## src/design/mipsExecPkg.sv

```systemverilog
package mipsExecPkg;

    // thread and datapath sizing
    localparam int THREADS  = 4;
    localparam int THREAD_W = 2;
    localparam int XLEN     = 32;

    // major opcodes
    localparam logic [5:0] OP_RTYPE = 6'h00;
    localparam logic [5:0] OP_ADDIU = 6'h09;
    localparam logic [5:0] OP_SLTI  = 6'h0a;
    localparam logic [5:0] OP_SLTIU = 6'h0b;
    localparam logic [5:0] OP_ANDI  = 6'h0c;
    localparam logic [5:0] OP_ORI   = 6'h0d;
    localparam logic [5:0] OP_XORI  = 6'h0e;

    // funct field, R-type only
    localparam logic [5:0] FN_SLL   = 6'h00;
    localparam logic [5:0] FN_SRL   = 6'h02;
    localparam logic [5:0] FN_SRA   = 6'h03;
    localparam logic [5:0] FN_SLLV  = 6'h04;
    localparam logic [5:0] FN_SRLV  = 6'h06;
    localparam logic [5:0] FN_SRAV  = 6'h07;
    localparam logic [5:0] FN_MFHI  = 6'h10;
    localparam logic [5:0] FN_MTHI  = 6'h11;
    localparam logic [5:0] FN_MFLO  = 6'h12;
    localparam logic [5:0] FN_MTLO  = 6'h13;
    localparam logic [5:0] FN_MULT  = 6'h18;
    localparam logic [5:0] FN_MULTU = 6'h19;
    localparam logic [5:0] FN_DIV   = 6'h1a;
    localparam logic [5:0] FN_DIVU  = 6'h1b;
    localparam logic [5:0] FN_ADDU  = 6'h21;
    localparam logic [5:0] FN_SUBU  = 6'h23;
    localparam logic [5:0] FN_AND   = 6'h24;
    localparam logic [5:0] FN_OR    = 6'h25;
    localparam logic [5:0] FN_XOR   = 6'h26;
    localparam logic [5:0] FN_SLT   = 6'h2a;
    localparam logic [5:0] FN_SLTU  = 6'h2b;

    // opNop stays at zero, unknown words decode to it
    typedef enum logic [4:0] {
        opNop, opAddu, opAddiu, opSubu,
        opAnd, opAndi, opOr, opOri, opXor, opXori,
        opSll, opSrl, opSra, opSllv, opSrlv, opSrav,
        opSlt, opSlti, opSltu, opSltiu,
        opMult, opMultu, opDiv, opDivu,
        opMfhi, opMflo, opMthi, opMtlo
    } aluOpT;

    typedef struct packed {
        logic [31:0]         instr;
        logic [XLEN-1:0]     rsData;
        logic [XLEN-1:0]     rtData;
        logic [THREAD_W-1:0] thread;
    } issueT;

    typedef struct packed {
        aluOpT           op;
        logic [XLEN-1:0] rsData;
        logic [XLEN-1:0] rtData;
        // already sign or zero extended
        logic [XLEN-1:0] imm32;
        logic [4:0]      sa;
    } laneReqT;

    typedef struct packed {
        logic [XLEN-1:0] data;
        logic            regWrite;
    } laneResT;

    typedef struct packed {
        logic [XLEN-1:0]     data;
        logic                regWrite;
        logic [THREAD_W-1:0] thread;
    } execOutT;

endpackage

```

## src/design/resultCollector.sv

```systemverilog
`timescale 1ns/10ps

module resultCollector (
    input  logic                             clk,
    input  logic                             rstN,
    input  logic [mipsExecPkg::THREADS-1:0]  resValid,
    input  mipsExecPkg::laneResT             laneRes [mipsExecPkg::THREADS],
    output logic                             resultValid,
    output mipsExecPkg::execOutT             result
);

    mipsExecPkg::execOutT picked;

    // at most one lane finishes per cycle, its index is the thread
    always_comb begin
        picked = '0;
        for (int k = 0; k < mipsExecPkg::THREADS; k++) begin
            if (resValid[k]) begin
                picked.data     = laneRes[k].data;
                picked.regWrite = laneRes[k].regWrite;
                picked.thread   = k[mipsExecPkg::THREAD_W-1:0];
            end
        end
    end

    always_ff @(posedge clk or negedge rstN) begin
        if (!rstN) begin
            resultValid <= 1'b0;
        end else begin
            resultValid <= |resValid;
        end
    end

    always_ff @(posedge clk) begin
        if (|resValid) begin
            result <= picked;
        end
    end

    resOneHot: assert property (@(posedge clk) disable iff (!rstN) $onehot0(resValid))
        else $error("two lanes finished in one cycle");

endmodule

```

## config.mk

```make
export PLATFORM = sky130hd
export DESIGN_NAME = resultCollector
export DESIGN_NICKNAME = d
export VERILOG_FILES = /design/src/design/mipsExecPkg.sv /design/src/design/resultCollector.sv
export SDC_FILE = /design/constraint.sdc
export NUM_CORES = 1
export LEC_CHECK = 0
export ABC_CLOCK_PERIOD_IN_PS = 800
export BUFFER_PORTS_ARGS = -buffer_cell sky130_fd_sc_hd__buf_2
export CAP_MARGIN = 40
export CORE_MARGIN = 4
export CORE_UTILIZATION = 35
export CTS_CLUSTER_DIAMETER = 200
export DETAILED_ROUTE_END_ITERATION = 16
export PLACE_DENSITY = 0.75
export SYNTH_ARGS = -nofsm -noshare
export SYNTH_HDL_FRONTEND = slang
export SYNTH_SLANG_ARGS = --single-unit
```

## constraint.sdc

```tcl
create_clock -name clk -period 0.8 [get_ports clk]
set_input_delay 0.04 -clock clk [delete_from_list [all_inputs] [get_ports clk]]
set_output_delay 0.04 -clock clk [all_outputs]
set_load 0.01 [all_outputs]
```

## After elaboration in Yosys (flattened, before gate mapping)

Index checks and enable logic that the tools add are counted.

| cells by class | value |
|---|---|
| multiplexer cells | 4 |
| reductions and logical operators | 2 |

Operator list:

| operator | number |
|---|---|
| two-way mux 35 bit | 4 |
| OR reduction 4 bit | 1 |
| OR reduction 2 bit | 1 |

| storage, ports and cells | value |
|---|---|
| output and inout bits | 36 |
| register bits after elaboration | 36 |
| word-level logic and storage cells | 11 |

## Logic depth before layout (Yosys ltp)

| depth | value |
|---|---|
| depth in word-level cells | 4 |
| depth in mapped cells | 6 |

## Worst setup path after synthesis

OpenSTA, ideal clock, no wires.

| path | value |
|---|---|
| path kind | input to register |
| start point | in resValid[2] (netlist name) |
| end point | reg result[0] (netlist name) (enable) |
| setup slack | -0.772 ns |
| data arrival time | 1.143 ns |
| library setup time | 0.429 ns |
| cell stages on the path | 3 |
| cells stage by stage | or2_1 > buf_6 > or3_1 |

| on the way | value |
|---|---|
| cells in the longest elaborated chain, start to end | 1 |

Ends and longest elaborated chain:

| element | line | RTL |
|---|---|---|
| start, declared | resultCollector.sv:6 | `input logic [mipsExecPkg::THREADS-1:0] resValid,` |
| OR reduction 4 bit | resultCollector.sv:35 | `if (\|resValid) begin` |
| end signal, assigned | resultCollector.sv:36 | `result <= picked;` |
| end, declared | resultCollector.sv:9 | `output mipsExecPkg::execOutT result` |

Every way passes these cells.
A chain may end at the register's enable or synchronous reset.

## Final worst setup path

| path | value |
|---|---|
| start point | in resValid[2] (netlist name) |
| end point | reg result[18] (netlist name) (enable) |

Same word-level chain as after synthesis.

==> impl_metrics.json <==
{
  "arrival_ps": 1030,
  "synth-compound-area-share": 0.326,
  "yosysWarnings": 0,
  "tightestPinTransition_ps": 443,
  "synth_flop_cell": "edfxtp_1",
  "synth_common_cells": "35 x edfxtp_1, 32 x nor2_1, 32 x o22ai_1",
  "slew_headroom": 0.704,
  "portBuffers": 173,
  "crit_type": "in -> reg",
  "synth_fp_nets": 300,
  "yosysTopAreaCell": "edfxtp_1",
  "finalPower_w": 0.00534,
  "initial_core_util": 0.367,
  "grt.overflow.total": 0,
  "routed_wl_um": 7250,
  "synth.area.top_cells": "edfxtp_1 51%, a221oi_2 20%, o22ai_1 9.7%",
  "violations": "negative setup slack",
  "synth_cell_types": 21,
  "top_layer_used": "met4",
  "leakagePower_nw": 1.59,
  "clk_pin_slew_ps": 70,
  "cts_tree": "done",
  "cp.required_ps": 850,
  "design_area_mm2": 0.00351,
  "cts.path.max_buffers": 2,
  "hold_path_class": "in -> async",
  "synth.avg_cell_area_um2": 12.7,
  "status": "finished, violations left",
  "syn_area_mm2": 0.00206,
  "gp_congestion": 0.795,
  "dr.pass1.iters": 4,
  "antenna_left": 0,
  "place_area_mm2": 0.00309,
  "dp_hpwl_um": 5660,
  "cp_common_cell": "buf_12",
  "finalHoldViolCount": 0,
  "grt_start_max_net_pins": 16,
  "dr_wl_met3_um": 594,
  "rsz0062_at_grt": "true",
  "initialDrtViolationCount": 48,
  "die_area_mm2": 0.00717,
  "syn_to_final_growth_pct": 70.6,
  "wl_met1_um": 2570,
  "period_minus_slack_ps": 983,
  "ios": 174,
  "setup_ws_ps": -183,
  "netlist.area_leader.share": 0.511,
  "synth_edf_count": 35,
  "vias_per_cell": 5.17,
  "drive_above_1_share": 0.692,
  "synth_top_family_by_area": "compound AO/OA/AOI/OAI gates",
  "async_reset_ff_frac": 0.0278,
  "diodes": 0,
  "synth_seq_cells": 36,
  "synthCells": 162,
  "antenna_found_initial": 0,
  "cts_root_buf": "clkbuf_8",
  "cts_buffers": 5,
  "grt_usage": 0.192,
  "dr_total_vias": 2185,
  "crit_slowest_cell": "or3_4",
  "worstPathMaxFanout": 7,
  "htreeDepth": 2,
  "setup-violations-final": 105,
  "muxShareOfSynthArea": 0,
  "core_area_mm2": 0.00561,
  "peakVddDrop_mv": 0.698,
  "grt_pass1_wl_um": 11100,
  "ys_seq_area_frac": 0.523,
  "nets": 488,
  "synth_most_common_cell": "edfxtp_1",
  "rows": 27,
  "synthAdderAreaFrac": 0,
  "die_h_um": 84.7,
  "slew_violations": 0,
  "drc": 0,
  "num-fill-cells": 474,
  "die_w_um": 84.7,
  "drv_cap": 0,
  "period_share": 1.23,
  "clkSinkCount": 36,
  "end_kind": "flop",
  "cpPeakStageDelay_ps": 360,
  "wl_per_cell_um": 17.1,
  "max_freq_mhz": 1020,
  "synthSimpleGateAreaFrac": 0.0802,
  "wl_met2_um": 3950,
  "grt_pass1_vias": 2379,
  "crit_chain": "buf_6, or2_4, or3_4, buf_12, buf_12",
  "start_kind": "input port",
  "power.density_mw_per_mm2": 1520,
  "synth-xor-area-share": 0
}
## repair_timing
action / 4_1_cts / 5_1_grt
hold buffers: 1 / 0
endpoints found under the setup margin: 105 / 105
endpoints found under the hold margin: 1 / 0
setup buffers: 3 / 0
gates cloned: 3 / 0
gates resized for setup: 17 / 12
pin swaps: 3 / 4
## routing by layer
metal / track usage / vias up
li1: - / 1050
met1: 0.211 / 1010
met2: 0.345 / 115
met3: 0.0569 / 10
met4: 0.0719 / 0
met5: 0 / -
## per-stage QoR
| step | instances | setup TNS (ps) | setup slack, ps | util | hold WS (ps) |
|---|---|---|---|---|---|
| after floorplan | 162 | -20490 | -392 | - | -256 |
| after global placement | 408 | -29900 | -482 | 0.551 | -183 |
| after detailed placement | 408 | -30790 | -496 | 0.551 | -184 |
| after CTS | 423 | -9350 | -157 | 0.608 | 45.7 |
| after global routing | 423 | -12140 | -176 | 0.626 | 32.6 |
| final | 423 | -10560 | -183 | 0.626 | 55.4 |
## state kept, by name, indices dropped and copies added, names as in the netlist
register and flops:
result 35, resultValid 1
## worst max-delay path, delay by kind of cell
| family | cells | cell delay, ps |
|---|---|---|
| buffers and inverters | 3 | 380 |
| and+or+nand+nor | 2 | 610 |
## final timing paths
kind,from,end,slack (ps),depth (start not counted)
setup / recovery,resValid[2],result[18],-180,5
hold / removal,rstN,resultValid,60,2
max in group asynchronous,rstN,resultValid,660,2
min in group clk,laneRes[36],result[5],70,3
## cells by family (layout without fill, tap and decap cells)
logic type	after synthesis	in the layout
AOI/OAI and AO/OA	67	67
and+or+nand+nor	39	39
DFF	36	36
buffers and inverters	20	209
## where the power goes
part / total (W) / internal (W) / leakage (nW) / switching (W)
sequential: 0.00235 / 0.00231 / 0.369 / 0.0000438
clock: 0.00156 / 0.000922 / 0.0541 / 0.000639
combinational: 0.00143 / 0.000723 / 1.17 / 0.000709
total: 0.00534 / 0.00395 / 1.59 / 0.00139
## final cells by class
cell class,count,area (um^2),area share
Timing Repair Buffer,199,1260,0.360
Sequential cell,36,1080,0.306
Multi-Input combinational cell,106,962,0.274
Tap cell,72,90.1,0.0257
Clock buffer,5,68.8,0.0196
Clock inverter,3,42.5,0.0121
Inverter,2,7.51,0.00214
## placed cells by master (no fill, tap or decap), drive strengths merged, types with 2 or more instances in the layout
| cell type | count |
|---|---|
| edfxtp | 35 |
| buf | 197 |
| nor2 | 32 |
| clkinv | 2 |
| clkbuf | 5 |
| a21oi | 2 |
| o22ai | 32 |
| a221oi | 32 |
Note: power is estimated with default switching activity, not from simulation.
