<file path="src/design/mipsExecPkg.sv">
package mipsExecPkg;

    // thread and datapath sizing
    localparam int THREADS  = 4;
    localparam int THREAD_W = 2;
    localparam int XLEN     = 32;

    // major opcodes
    localparam logic [5:0] OP_RTYPE = 6'h00;
    localparam logic [5:0] OP_ADDIU = 6'h09;
    localparam logic [5:0] OP_SLTI  = 6'h0a;
    localparam logic [5:0] OP_SLTIU = 6'h0b;
    localparam logic [5:0] OP_ANDI  = 6'h0c;
    localparam logic [5:0] OP_ORI   = 6'h0d;
    localparam logic [5:0] OP_XORI  = 6'h0e;

    // funct field, R-type only
    localparam logic [5:0] FN_SLL   = 6'h00;
    localparam logic [5:0] FN_SRL   = 6'h02;
    localparam logic [5:0] FN_SRA   = 6'h03;
    localparam logic [5:0] FN_SLLV  = 6'h04;
    localparam logic [5:0] FN_SRLV  = 6'h06;
    localparam logic [5:0] FN_SRAV  = 6'h07;
    localparam logic [5:0] FN_MFHI  = 6'h10;
    localparam logic [5:0] FN_MTHI  = 6'h11;
    localparam logic [5:0] FN_MFLO  = 6'h12;
    localparam logic [5:0] FN_MTLO  = 6'h13;
    localparam logic [5:0] FN_MULT  = 6'h18;
    localparam logic [5:0] FN_MULTU = 6'h19;
    localparam logic [5:0] FN_DIV   = 6'h1a;
    localparam logic [5:0] FN_DIVU  = 6'h1b;
    localparam logic [5:0] FN_ADDU  = 6'h21;
    localparam logic [5:0] FN_SUBU  = 6'h23;
    localparam logic [5:0] FN_AND   = 6'h24;
    localparam logic [5:0] FN_OR    = 6'h25;
    localparam logic [5:0] FN_XOR   = 6'h26;
    localparam logic [5:0] FN_SLT   = 6'h2a;
    localparam logic [5:0] FN_SLTU  = 6'h2b;

    // opNop stays at zero, unknown words decode to it
    typedef enum logic [4:0] {
        opNop, opAddu, opAddiu, opSubu,
        opAnd, opAndi, opOr, opOri, opXor, opXori,
        opSll, opSrl, opSra, opSllv, opSrlv, opSrav,
        opSlt, opSlti, opSltu, opSltiu,
        opMult, opMultu, opDiv, opDivu,
        opMfhi, opMflo, opMthi, opMtlo
    } aluOpT;

    typedef struct packed {
        logic [31:0]         instr;
        logic [XLEN-1:0]     rsData;
        logic [XLEN-1:0]     rtData;
        logic [THREAD_W-1:0] thread;
    } issueT;

    typedef struct packed {
        aluOpT           op;
        logic [XLEN-1:0] rsData;
        logic [XLEN-1:0] rtData;
        // already sign or zero extended
        logic [XLEN-1:0] imm32;
        logic [4:0]      sa;
    } laneReqT;

    typedef struct packed {
        logic [XLEN-1:0] data;
        logic            regWrite;
    } laneResT;

    typedef struct packed {
        logic [XLEN-1:0]     data;
        logic                regWrite;
        logic [THREAD_W-1:0] thread;
    } execOutT;

endpackage

</file>
<file path="src/design/opDispatcher.sv">
`timescale 1ns/10ps

module opDispatcher (
    input  logic                             clk,
    input  logic                             rstN,
    input  logic                             issueValid,
    input  mipsExecPkg::issueT               issue,
    output logic [mipsExecPkg::THREADS-1:0]  laneValid,
    output mipsExecPkg::laneReqT             laneReq
);

    logic [5:0]                         opcode;
    logic [5:0]                         funct;
    logic [15:0]                        imm;
    logic                               zeroExt;
    mipsExecPkg::aluOpT                 op;
    mipsExecPkg::laneReqT               nextReq;
    logic [mipsExecPkg::THREADS-1:0]    nextValid;

    // instruction fields
    assign opcode = issue.instr[31:26];
    assign funct  = issue.instr[5:0];
    assign imm    = issue.instr[15:0];

    // logical immediates zero extend, everything else sign extends
    assign zeroExt = (opcode == mipsExecPkg::OP_ANDI) || (opcode == mipsExecPkg::OP_ORI) ||
                     (opcode == mipsExecPkg::OP_XORI);

    always_comb begin
        op = mipsExecPkg::opNop;
        if (opcode == mipsExecPkg::OP_RTYPE) begin
            case (funct)
                mipsExecPkg::FN_ADDU:  op = mipsExecPkg::opAddu;
                mipsExecPkg::FN_SUBU:  op = mipsExecPkg::opSubu;
                mipsExecPkg::FN_AND:   op = mipsExecPkg::opAnd;
                mipsExecPkg::FN_OR:    op = mipsExecPkg::opOr;
                mipsExecPkg::FN_XOR:   op = mipsExecPkg::opXor;
                mipsExecPkg::FN_SLL:   op = mipsExecPkg::opSll;
                mipsExecPkg::FN_SRL:   op = mipsExecPkg::opSrl;
                mipsExecPkg::FN_SRA:   op = mipsExecPkg::opSra;
                mipsExecPkg::FN_SLLV:  op = mipsExecPkg::opSllv;
                mipsExecPkg::FN_SRLV:  op = mipsExecPkg::opSrlv;
                mipsExecPkg::FN_SRAV:  op = mipsExecPkg::opSrav;
                mipsExecPkg::FN_SLT:   op = mipsExecPkg::opSlt;
                mipsExecPkg::FN_SLTU:  op = mipsExecPkg::opSltu;
                mipsExecPkg::FN_MULT:  op = mipsExecPkg::opMult;
                mipsExecPkg::FN_MULTU: op = mipsExecPkg::opMultu;
                mipsExecPkg::FN_DIV:   op = mipsExecPkg::opDiv;
                mipsExecPkg::FN_DIVU:  op = mipsExecPkg::opDivu;
                mipsExecPkg::FN_MFHI:  op = mipsExecPkg::opMfhi;
                mipsExecPkg::FN_MFLO:  op = mipsExecPkg::opMflo;
                mipsExecPkg::FN_MTHI:  op = mipsExecPkg::opMthi;
                mipsExecPkg::FN_MTLO:  op = mipsExecPkg::opMtlo;
                default:               op = mipsExecPkg::opNop;
            endcase
        end else begin
            case (opcode)
                mipsExecPkg::OP_ADDIU: op = mipsExecPkg::opAddiu;
                mipsExecPkg::OP_SLTI:  op = mipsExecPkg::opSlti;
                mipsExecPkg::OP_SLTIU: op = mipsExecPkg::opSltiu;
                mipsExecPkg::OP_ANDI:  op = mipsExecPkg::opAndi;
                mipsExecPkg::OP_ORI:   op = mipsExecPkg::opOri;
                mipsExecPkg::OP_XORI:  op = mipsExecPkg::opXori;
                default:               op = mipsExecPkg::opNop;
            endcase
        end
    end

    always_comb begin
        nextReq.op     = op;
        nextReq.rsData = issue.rsData;
        nextReq.rtData = issue.rtData;
        nextReq.imm32  = zeroExt ? {16'b0, imm} : {{16{imm[15]}}, imm};
        // shamt only matters for the fixed shifts, zero it elsewhere
        if (op == mipsExecPkg::opSll || op == mipsExecPkg::opSrl || op == mipsExecPkg::opSra) begin
            nextReq.sa = issue.instr[10:6];
        end else begin
            nextReq.sa = 5'd0;
        end
        // one-hot strobe toward the owning lane
        for (int k = 0; k < mipsExecPkg::THREADS; k++) begin
            nextValid[k] = issueValid && (issue.thread == k[mipsExecPkg::THREAD_W-1:0]);
        end
    end

    always_ff @(posedge clk or negedge rstN) begin
        if (!rstN) begin
            laneValid <= '0;
        end else begin
            laneValid <= nextValid;
        end
    end

    // shared request bus, lanes qualify it with their strobe
    always_ff @(posedge clk) begin
        if (issueValid) begin
            laneReq <= nextReq;
        end
    end

    laneOneHot: assert property (@(posedge clk) disable iff (!rstN) $onehot0(laneValid))
        else $error("more than one lane strobed");

endmodule

</file>
<file path="config.mk">
export PLATFORM = sky130hd
export DESIGN_NAME = opDispatcher
export DESIGN_NICKNAME = d
export VERILOG_FILES = /design/src/design/mipsExecPkg.sv /design/src/design/opDispatcher.sv
export SDC_FILE = /design/constraint.sdc
export NUM_CORES = 1
export LEC_CHECK = 0
export BUFFER_PORTS_ARGS = -buffer_cell sky130_fd_sc_hd__buf_2
export CORE_UTILIZATION = 39
export CTS_CLUSTER_DIAMETER = 100
export DETAILED_ROUTE_END_ITERATION = 6
export HOLD_SLACK_MARGIN = 0.15
export PLACE_DENSITY = 0.77
export SLEW_MARGIN = 40
export SYNTH_ARGS = -nofsm -noshare
export SYNTH_HDL_FRONTEND = slang
export SYNTH_SLANG_ARGS = --single-unit
export TNS_END_PERCENT = 30
</file>
<file path="constraint.sdc">
create_clock -name clk -period 0.8 [get_ports clk]
set_input_delay 0.04 -clock clk [delete_from_list [all_inputs] [get_ports clk]]
set_output_delay 0.04 -clock clk [all_outputs]
set_load 0.01 [all_outputs]
</file>
## Word level (Yosys, flattened, before mapping)

Memory sizes are Yosys's and may differ from the RTL's.
Index checks and enable logic that the tools add are counted.

| cells by class | value |
|---|---|
| equal/unequal tests | 12 |
| mux-type cells | 2 |
| reductions and logical operators | 10 |

Operators with widths:

| kind | number |
|---|---|
| $eq A6 B4 Y1 const B | 6 |
| $pmux W5 S6 | 1 |
| $eq A5 B4 Y1 const B | 3 |
| $logic_not A6 Y1 | 1 |
| $mux W5 | 1 |
| $eq A2 B2 Y1 const B | 2 |
| $logic_and A1 B1 Y1 | 4 |
| $logic_or A1 B1 Y1 | 4 |
| $eq A2 B1 Y1 const B | 1 |
| $logic_not A2 Y1 | 1 |

| word-level totals | value |
|---|---|
| bits in registers | 95 |
| output and inout port bits | 110 |
| bits in read-only memories | 320 |
| memories kept | 1 |
| input bits | 101 |
| logic and storage cells | 32 |

Memories:

| memory | words | width | rd ports | clocked after memory_dff | wr ports | line | source |
|---|---|---|---|---|---|---|---|
| (name not given) | 64 | 5 | 1 | 0 | 0 | opDispatcher.sv:32 | `case (funct)` |

## Longest topological paths before layout

Gate-level depths: netlist of the first run.

| logic depth | value |
|---|---|
| word-level depth | 6 |
| mapped depth | 7 |
| gate-level depth less buffers | 7 |

## Worst setup path before layout of the first run

Ideal clock, no wire load.

| timing | value |
|---|---|
| path kind | input-to-reg |
| start | input port issue[69] in the netlist's numbering |
| end | register laneReq[0] in the netlist's numbering (data pin) |
| stages | 6 |
| arrival time | 1.541 ns |
| setup slack | -0.888 ns |
| library setup time | 0.147 ns |
| path buffers | 1 |
| required time | 0.653 ns |
| path through | buf_2 mux2_1 a211oi_1 o31ai_1 or4b_4 a21oi_1 |

| between the ends | value |
|---|---|
| word-level cells in the longest chain between the ends | 5 |
| elaborated cells between the ends (all ways) | 7 |
| those cells by class | 3 x eq/ne; 1 x mux; 2 x reduce/logical; 1 x memory |

Ends and longest elaborated chain:

| item | line | source |
|---|---|---|
| start, declared | opDispatcher.sv:7 | `input mipsExecPkg::issueT issue,` |
| $mem_v2 Z64 W5 (*) | - |  |
| $mux W5 (*) | opDispatcher.sv:31 | `if (opcode == mipsExecPkg::OP_RTYPE) begin` |
| $eq A5 B4 Y1 | opDispatcher.sv:75 | `if (op == mipsExecPkg::opSll \|\| op == mipsExecPkg::opSrl \|\| op == mipsExecPkg::opSra) begin` |
| $logic_or A1 B1 Y1 | opDispatcher.sv:75 |  |
| $logic_or A1 B1 Y1 (*) | opDispatcher.sv:75 |  |
| end signal, assigned | opDispatcher.sv:97 | `laneReq <= nextReq;` |
| end, declared | opDispatcher.sv:9 | `output mipsExecPkg::laneReqT laneReq` |

Every way passes the cells marked *; elsewhere a longest branch is shown, timed or not.
A chain may end at the register's enable or synchronous reset.

## Final worst setup path of the first run

| timing | value |
|---|---|
| start | input port issue[94] in the netlist's numbering |
| end | register laneReq[2] in the netlist's numbering (data pin) |

| between the ends | value |
|---|---|
| word-level cells in the longest chain between the ends | 6 |
| elaborated cells between the ends (all ways) | 14 |
| those cells by class | 9 x eq/ne; 2 x mux; 3 x reduce/logical |

Ends and longest elaborated chain:

| item | line | source |
|---|---|---|
| $eq A6 B4 Y1 | opDispatcher.sv:57 | `case (opcode)` |
| $pmux W5 S6 | opDispatcher.sv:57 |  |
| $mux W5 (*) | opDispatcher.sv:31 |  |
| $eq A5 B4 Y1 | opDispatcher.sv:75 |  |
| $logic_or A1 B1 Y1 | opDispatcher.sv:75 |  |
| $logic_or A1 B1 Y1 (*) | opDispatcher.sv:75 |  |

Marked as above.

==> results.ini, run 1 <==
[yosys]
yosysSeqAreaShare_pct = 81.7
ys_ff_latch = 95
syn_area_per_cell_um2 = 18.3
ys_warn_count = 0
yosys.area_share.adder_pct = 1.44
synth-xor-area-share_pct = 0
synth_edf_count = 91
synth_top_family_by_area = simple AND/OR/NAND/NOR gates
synth_cell_types = 43
synth-simple-area-share_pct = 7.29
synthArstFlopShare_pct = 4.21
ys.flop_type = edfxtp_1
synth.area.mux_share_pct = 0.902
synthesis.area_um2 = 3470
synth-compound-area-share_pct = 4.33
synth_cells = 189
syn_nets = 294

[clock_tree]
cts_hold_buf = 83
path_clk_slew_ns = 0.10
cts_root_buffer = clkbuf_8
cts_buffer_depth = 2
cts_tree = yes
cts_made_buffers = 9
htree_levels = 3
clock_sinks = 95

[power]
ir_drop_mv = 0.926
leakage_nw = 2.67
p_per_area_nw_per_um2 = 1800

[critical_path]
worstPathMaxFanout = 5
required_ns = 1.01
worstPathArrival_ns = 1.63
endpoint_kind = register
crit_type = primary input to register
crit_path_start_kind = primary input
path_cells = buf_6, nor4_4, nand2_2, a211o_1, or4b_4, a21oi_2
slowest_stage = or4b_4
max_stage_delay_ns = 0.60

[floorplan]
dieHeight_um = 96.3
io_pins = 211
die_x_um = 96.3
initial_utilization_pct = 40.0
num_rows = 34
die-area_um2 = 9270
fp.coreArea_um2 = 8680

[routing]
dr.first_iter.drc_count = 85
route.detailed.drc = 0
antenna_left = 0
post_drt_wl_per_cell_um = 18.1
via_per_inst = 4.67
wl_um = 11200
vias = 2892
firstDrtPassIters = 4

[final_layout]
fin_nets = 611
stdcell_area_um2 = 6130
nFillCells = 551
syn2layout_area_growth_pct = 76.8
postLayoutCoreUtil_pct = 70.6
diodes = 0
instances_no_fill = 619
drive_gt1_share_pct = 56.8

[flow_run]
maxCapViolations = 0

[sta]
slew_headroom_pct = 77.8
fmax_ghz = 0.706
finalSetupViolations = 121
fin_ws_ns = -0.617
fin_crit_ns = 1.42
fin_crit_sh_pct = 177
slew_violations = 0
hold_viol_final = 0
rsz0062_at_grt = true
tightest_slew_ns = 0.330

[status]
run_status = finished with violations
violations = setup timing

[global_route]
grt_pass1_wl_um = 15600
antenna_found_initial = 0
grt_start_max_net_pins = 29
grt_use_total_pct = 23.8
grt_overflow = 0
grt_pass1_vias = 2921

[placed_design]
dp.cells = 510
place.gp.congestion = 0.862
post-dp-hpwl_um = 7020
place_area_um2 = 4790
port_buffers = 200

[min_path]
holdCritPathClass = primary input to register

==> layout by cell type, fill, tap and decap left out, types with 3 or more instances in the layout <==
master | Yosys | routed
dlygate4sd3_1 | 0 | 82
nand2_1 | 7 | 4
buf_6 | 0 | 14
nor2_1 | 6 | 4
dfrtp_1 | 4 | 4
buf_2 | 3 | 188
nand3_1 | 6 | 6
buf_12 | 0 | 3
buf_8 | 0 | 3
buf_4 | 15 | 34
nand3b_1 | 3 | 3
clkbuf_8 | 0 | 9
a21oi_2 | 0 | 5
nand2b_1 | 3 | 3
edfxtp_1 | 91 | 91
nand2_2 | 0 | 3
==> sequential cells by signal (all words and copies together) (netlist names) <==
signal	flops
laneValid	4
laneReq	91
==> power breakdown <==
| group | switching, W | internal, W |
|---|---|---|
| registers | 0.000105 | 0.00585 |
| clock network | 0.00175 | 0.00150 |
| logic | 0.000882 | 0.000954 |
| total | 0.00273 | 0.00830 |
==> through the flow <==
stage	hold slack, ns	setup WS (ns)	setup TNS [ns]	power (W)
after detailed placement	-0.151	-1.03	-8.61	0.00739
after global placement	-0.159	-1.14	-9.34	0.00733
final	0.0343	-0.617	-20.02	0.0110
after CTS	0.0341	-0.619	-21.18	0.0110
after global routing	0.0188	-0.639	-25.83	0.0115
after floorplan	-0.256	-0.768	-5.83	0.00655
==> worst max-delay path: cells and delay by family <==
family | cells | cell delay, ns
buffers and inverters | 1 | 0.10
AO/OA/AOI/OAI | 2 | 0.42
AND/OR/NAND/NOR | 3 | 1.05
==> synth_stat cells (all sizes together) (2+ instances only) <==
cell type | number | area (µm²)
edfxtp | 91 | 2730
buf | 18 | 128
nand2 | 7 | 26.3
nand3 | 6 | 30.0
nor2 | 6 | 22.5
a21oi | 5 | 25.0
dfrtp | 4 | 100
ha | 4 | 50.1
inv | 4 | 15.0
nand2b | 3 | 18.8
nand3b | 3 | 22.5
nor2b | 3 | 18.8
a211o | 2 | 17.5
and3 | 2 | 12.5
and3b | 2 | 17.5
mux2i | 2 | 20.0
nor4 | 2 | 18.8
o2111ai | 2 | 17.5
o21ai | 2 | 10.0
==> path summary, 6_finish.rpt <==
| path | to | from | depth (start not counted) | slack [ns] |
|---|---|---|---|---|
| max | laneReq[2] | issue[94] | 6 | -0.62 |
| min | laneReq[80] | issueValid | 1 | 0.03 |
| max in group asynchronous | laneValid[3] | rstN | 3 | 0.55 |
| min in group asynchronous | laneValid[2] | rstN | 3 | 0.12 |
==> layer usage <==
metal / share of wire, % / global-route usage, %
met5: 0 / 0
met4: 3.5 / 12.1
met3: 8.7 / 6.48
met2: 53 / 44.3
met1: 35 / 24.1
==> logic make-up after synthesis <==
group           count (synthesis)
compound gates                 21
buf+inv                        24
flops                          95
simple gates                   42
fa+ha+maj                       4
mux                             3
==> what timing repair did <==
| item | 4_1_cts | 5_1_grt |
|---|---|---|
| endpoints found under the setup margin | 120 | 122 |
| gates resized for setup | 37 | 20 |
| hold endpoints to repair | 100 | 11 |
| pin swaps | 19 | 9 |
| cloned | 0 | 0 |
| setup buffers | 13 | 3 |
==> final cells by class <==
cell class,count,area [µm²],area share [%]
clock inverter,7,78.8,1.29
multi-input combinational,70,648,10.6
clock buffer,9,124,2.02
inverter,5,23.8,0.388
tap,108,135,2.20
timing repair buffer,325,2290,37.3
sequential,95,2830,46.2
(Power assumes the default switching activity.)
==> run 2, diff against run 1 <==
- TNS_END_PERCENT: 30 -> default
==> results.ini, run 2 (synthesis results as in run 1) <==
[status]
run_status = finished with violations
violations = setup timing

[floorplan]
io_pins = 211
num_rows = 34
initial_utilization_pct = 40.0
dieHeight_um = 96.3
fp.coreArea_um2 = 8680
die-area_um2 = 9270
die_x_um = 96.3

[sta]
finalSetupViolations = 122
rsz0062_at_grt = true
fin_crit_sh_pct = 176
fin_ws_ns = -0.608
holdWs_ns = 0.0849
slew_violations = 0
tightest_slew_ns = 0.507
fmax_ghz = 0.710
slew_headroom_pct = 65.8
fin_crit_ns = 1.41
hold_viol_final = 0

[power]
seq_power_share_pct = 55.8
ir_drop_mv = 1.05
finalPower_w = 0.0107
p_int_w = 0.00798
leakage_nw = 2.63
swShare_pct = 25.5
comb_power_share_pct = 17.1
clockPowerShare_pct = 27.1
p_per_area_nw_per_um2 = 1770
netSwitchingPower_w = 0.00273

[routing]
via_per_inst = 4.79
post_drt_wl_per_cell_um = 18.4
firstDrtPassIters = 4
route.detailed.drc = 0
vias = 2924
antenna_left = 0
dr.first_iter.drc_count = 113
wl_um = 11200

[clock_tree]
path_clk_slew_ns = 0.10
clock_sinks = 95
cts_tree = yes
cts_made_buffers = 9
cts_hold_buf = 83
cts_root_buffer = clkbuf_8
cts_buffer_depth = 2
htree_levels = 3

[global_route]
grt_start_max_net_pins = 35
grt_pass1_vias = 2898
antenna_found_initial = 0
grt_use_total_pct = 23.8
grt_pass1_wl_um = 15500
grt_overflow = 0

[critical_path]
crit_path_start_kind = primary input
required_ns = 1.00
path_cells = buf_12, buf_6, mux2_4, a211oi_4, o31ai_2, or4b_4, a21oi_2
worstPathArrival_ns = 1.61
critPathLaunch = issue[66]
endpoint_kind = register
slowest_stage = or4b_4
max_stage_delay_ns = 0.55
crit_type = primary input to register
worstPathMaxFanout = 6

[min_path]
min_from = issue[66]
holdPathEnd = laneReq[5]
holdCritPathClass = primary input to register
hold_depth = 3

[placed_design]
place.gp.congestion = 0.866
post-dp-hpwl_um = 7090
place_area_um2 = 4800
port_buffers = 200

[final_layout]
stdcell_area_um2 = 6050
regMostFlops = laneReq
fin_nets = 602
drive_gt1_share_pct = 54.2
diodes = 0
mostFrequentLayoutCells = 187 x buf_2, 91 x edfxtp_1, 83 x dlygate4sd3_1, 23 x buf_4, 16 x buf_6
syn2layout_area_growth_pct = 74.5
reg.largest.list = laneReq (91), laneValid (4)
final_common_cell = buf_2
largest_reg_flops = 91

[flow_run]
maxCapViolations = 0

==> run 2: worst max-delay path by stage <==
stage	end	slack [ns]	cells past startpoint
6_report	laneReq[1]	-0.61	7
5_1_grt	laneReq[2]	-0.68	8
4_1_cts	laneReq[2]	-0.60	8
3_5_place_dp	laneReq[0]	-1.07	6
3_3_place_gp	laneReq[0]	-1.13	7
2_1_floorplan	laneReq[0]	-0.77	7
==> run 2: power groups by stage <==
stage | clock network [W] | registers, W | logic (W)
finish | 0.00290 | 0.00598 | 0.00183
global route | 0.00320 | 0.00601 | 0.00197
CTS | 0.00291 | 0.00594 | 0.00177
detailed placement | 0 | 0.00607 | 0.00133
global placement | 0 | 0.00604 | 0.00129
floorplan | 0 | 0.00630 | 0.000310
==> run 2: cell type report <==
class	instances	area, µm²
inverter	5	31.3
fill	571	2630
tap	108	135
clock buffer	9	124
multi-input combinational	70	624
sequential	95	2830
clock inverter	7	53.8
timing repair buffer	316	2250
==> run 2: through the flow <==
step	setup slack, ns	setup TNS, ns	instances	util [%]
after floorplan	-0.768	-8.80	189	-
after global placement	-1.13	-9.53	506	55.2
after detailed placement	-1.07	-9.05	506	55.3
after CTS	-0.600	-20.99	612	69.1
after global routing	-0.683	-25.73	610	69.7
final	-0.608	-20.33	610	69.7
==> run 2: per-layer routing <==
| layer | vias up | share of wire, % | GRT usage [%] |
|---|---|---|---|
| met5 | - | 0 | 0 |
| met2 | 161 | 52 | 44.2 |
| li1 | 1326 | - | - |
| met1 | 1405 | 35 | 25.0 |
| met4 | 0 | 3.6 | 11.6 |
| met3 | 32 | 8.6 | 5.69 |
==> run 2: worst max-delay path, delay by kind of cell <==
family	cells	cell delay [ns]
buffers and inverters	2	0.24
AOI/OAI and AO/OA	3	0.51
muxes	1	0.28
and+or+nand+nor	1	0.55
==> run 2: timing repair <==
| action | in CTS | in global routing |
|---|---|---|
| resized for setup | 28 | 17 |
| buffers inserted | 12 | 1 |
| cloned | 1 | 0 |
| endpoints found under the hold margin | 97 | 3 |
| setup endpoints to repair | 120 | 121 |
| pin swaps | 11 | 4 |
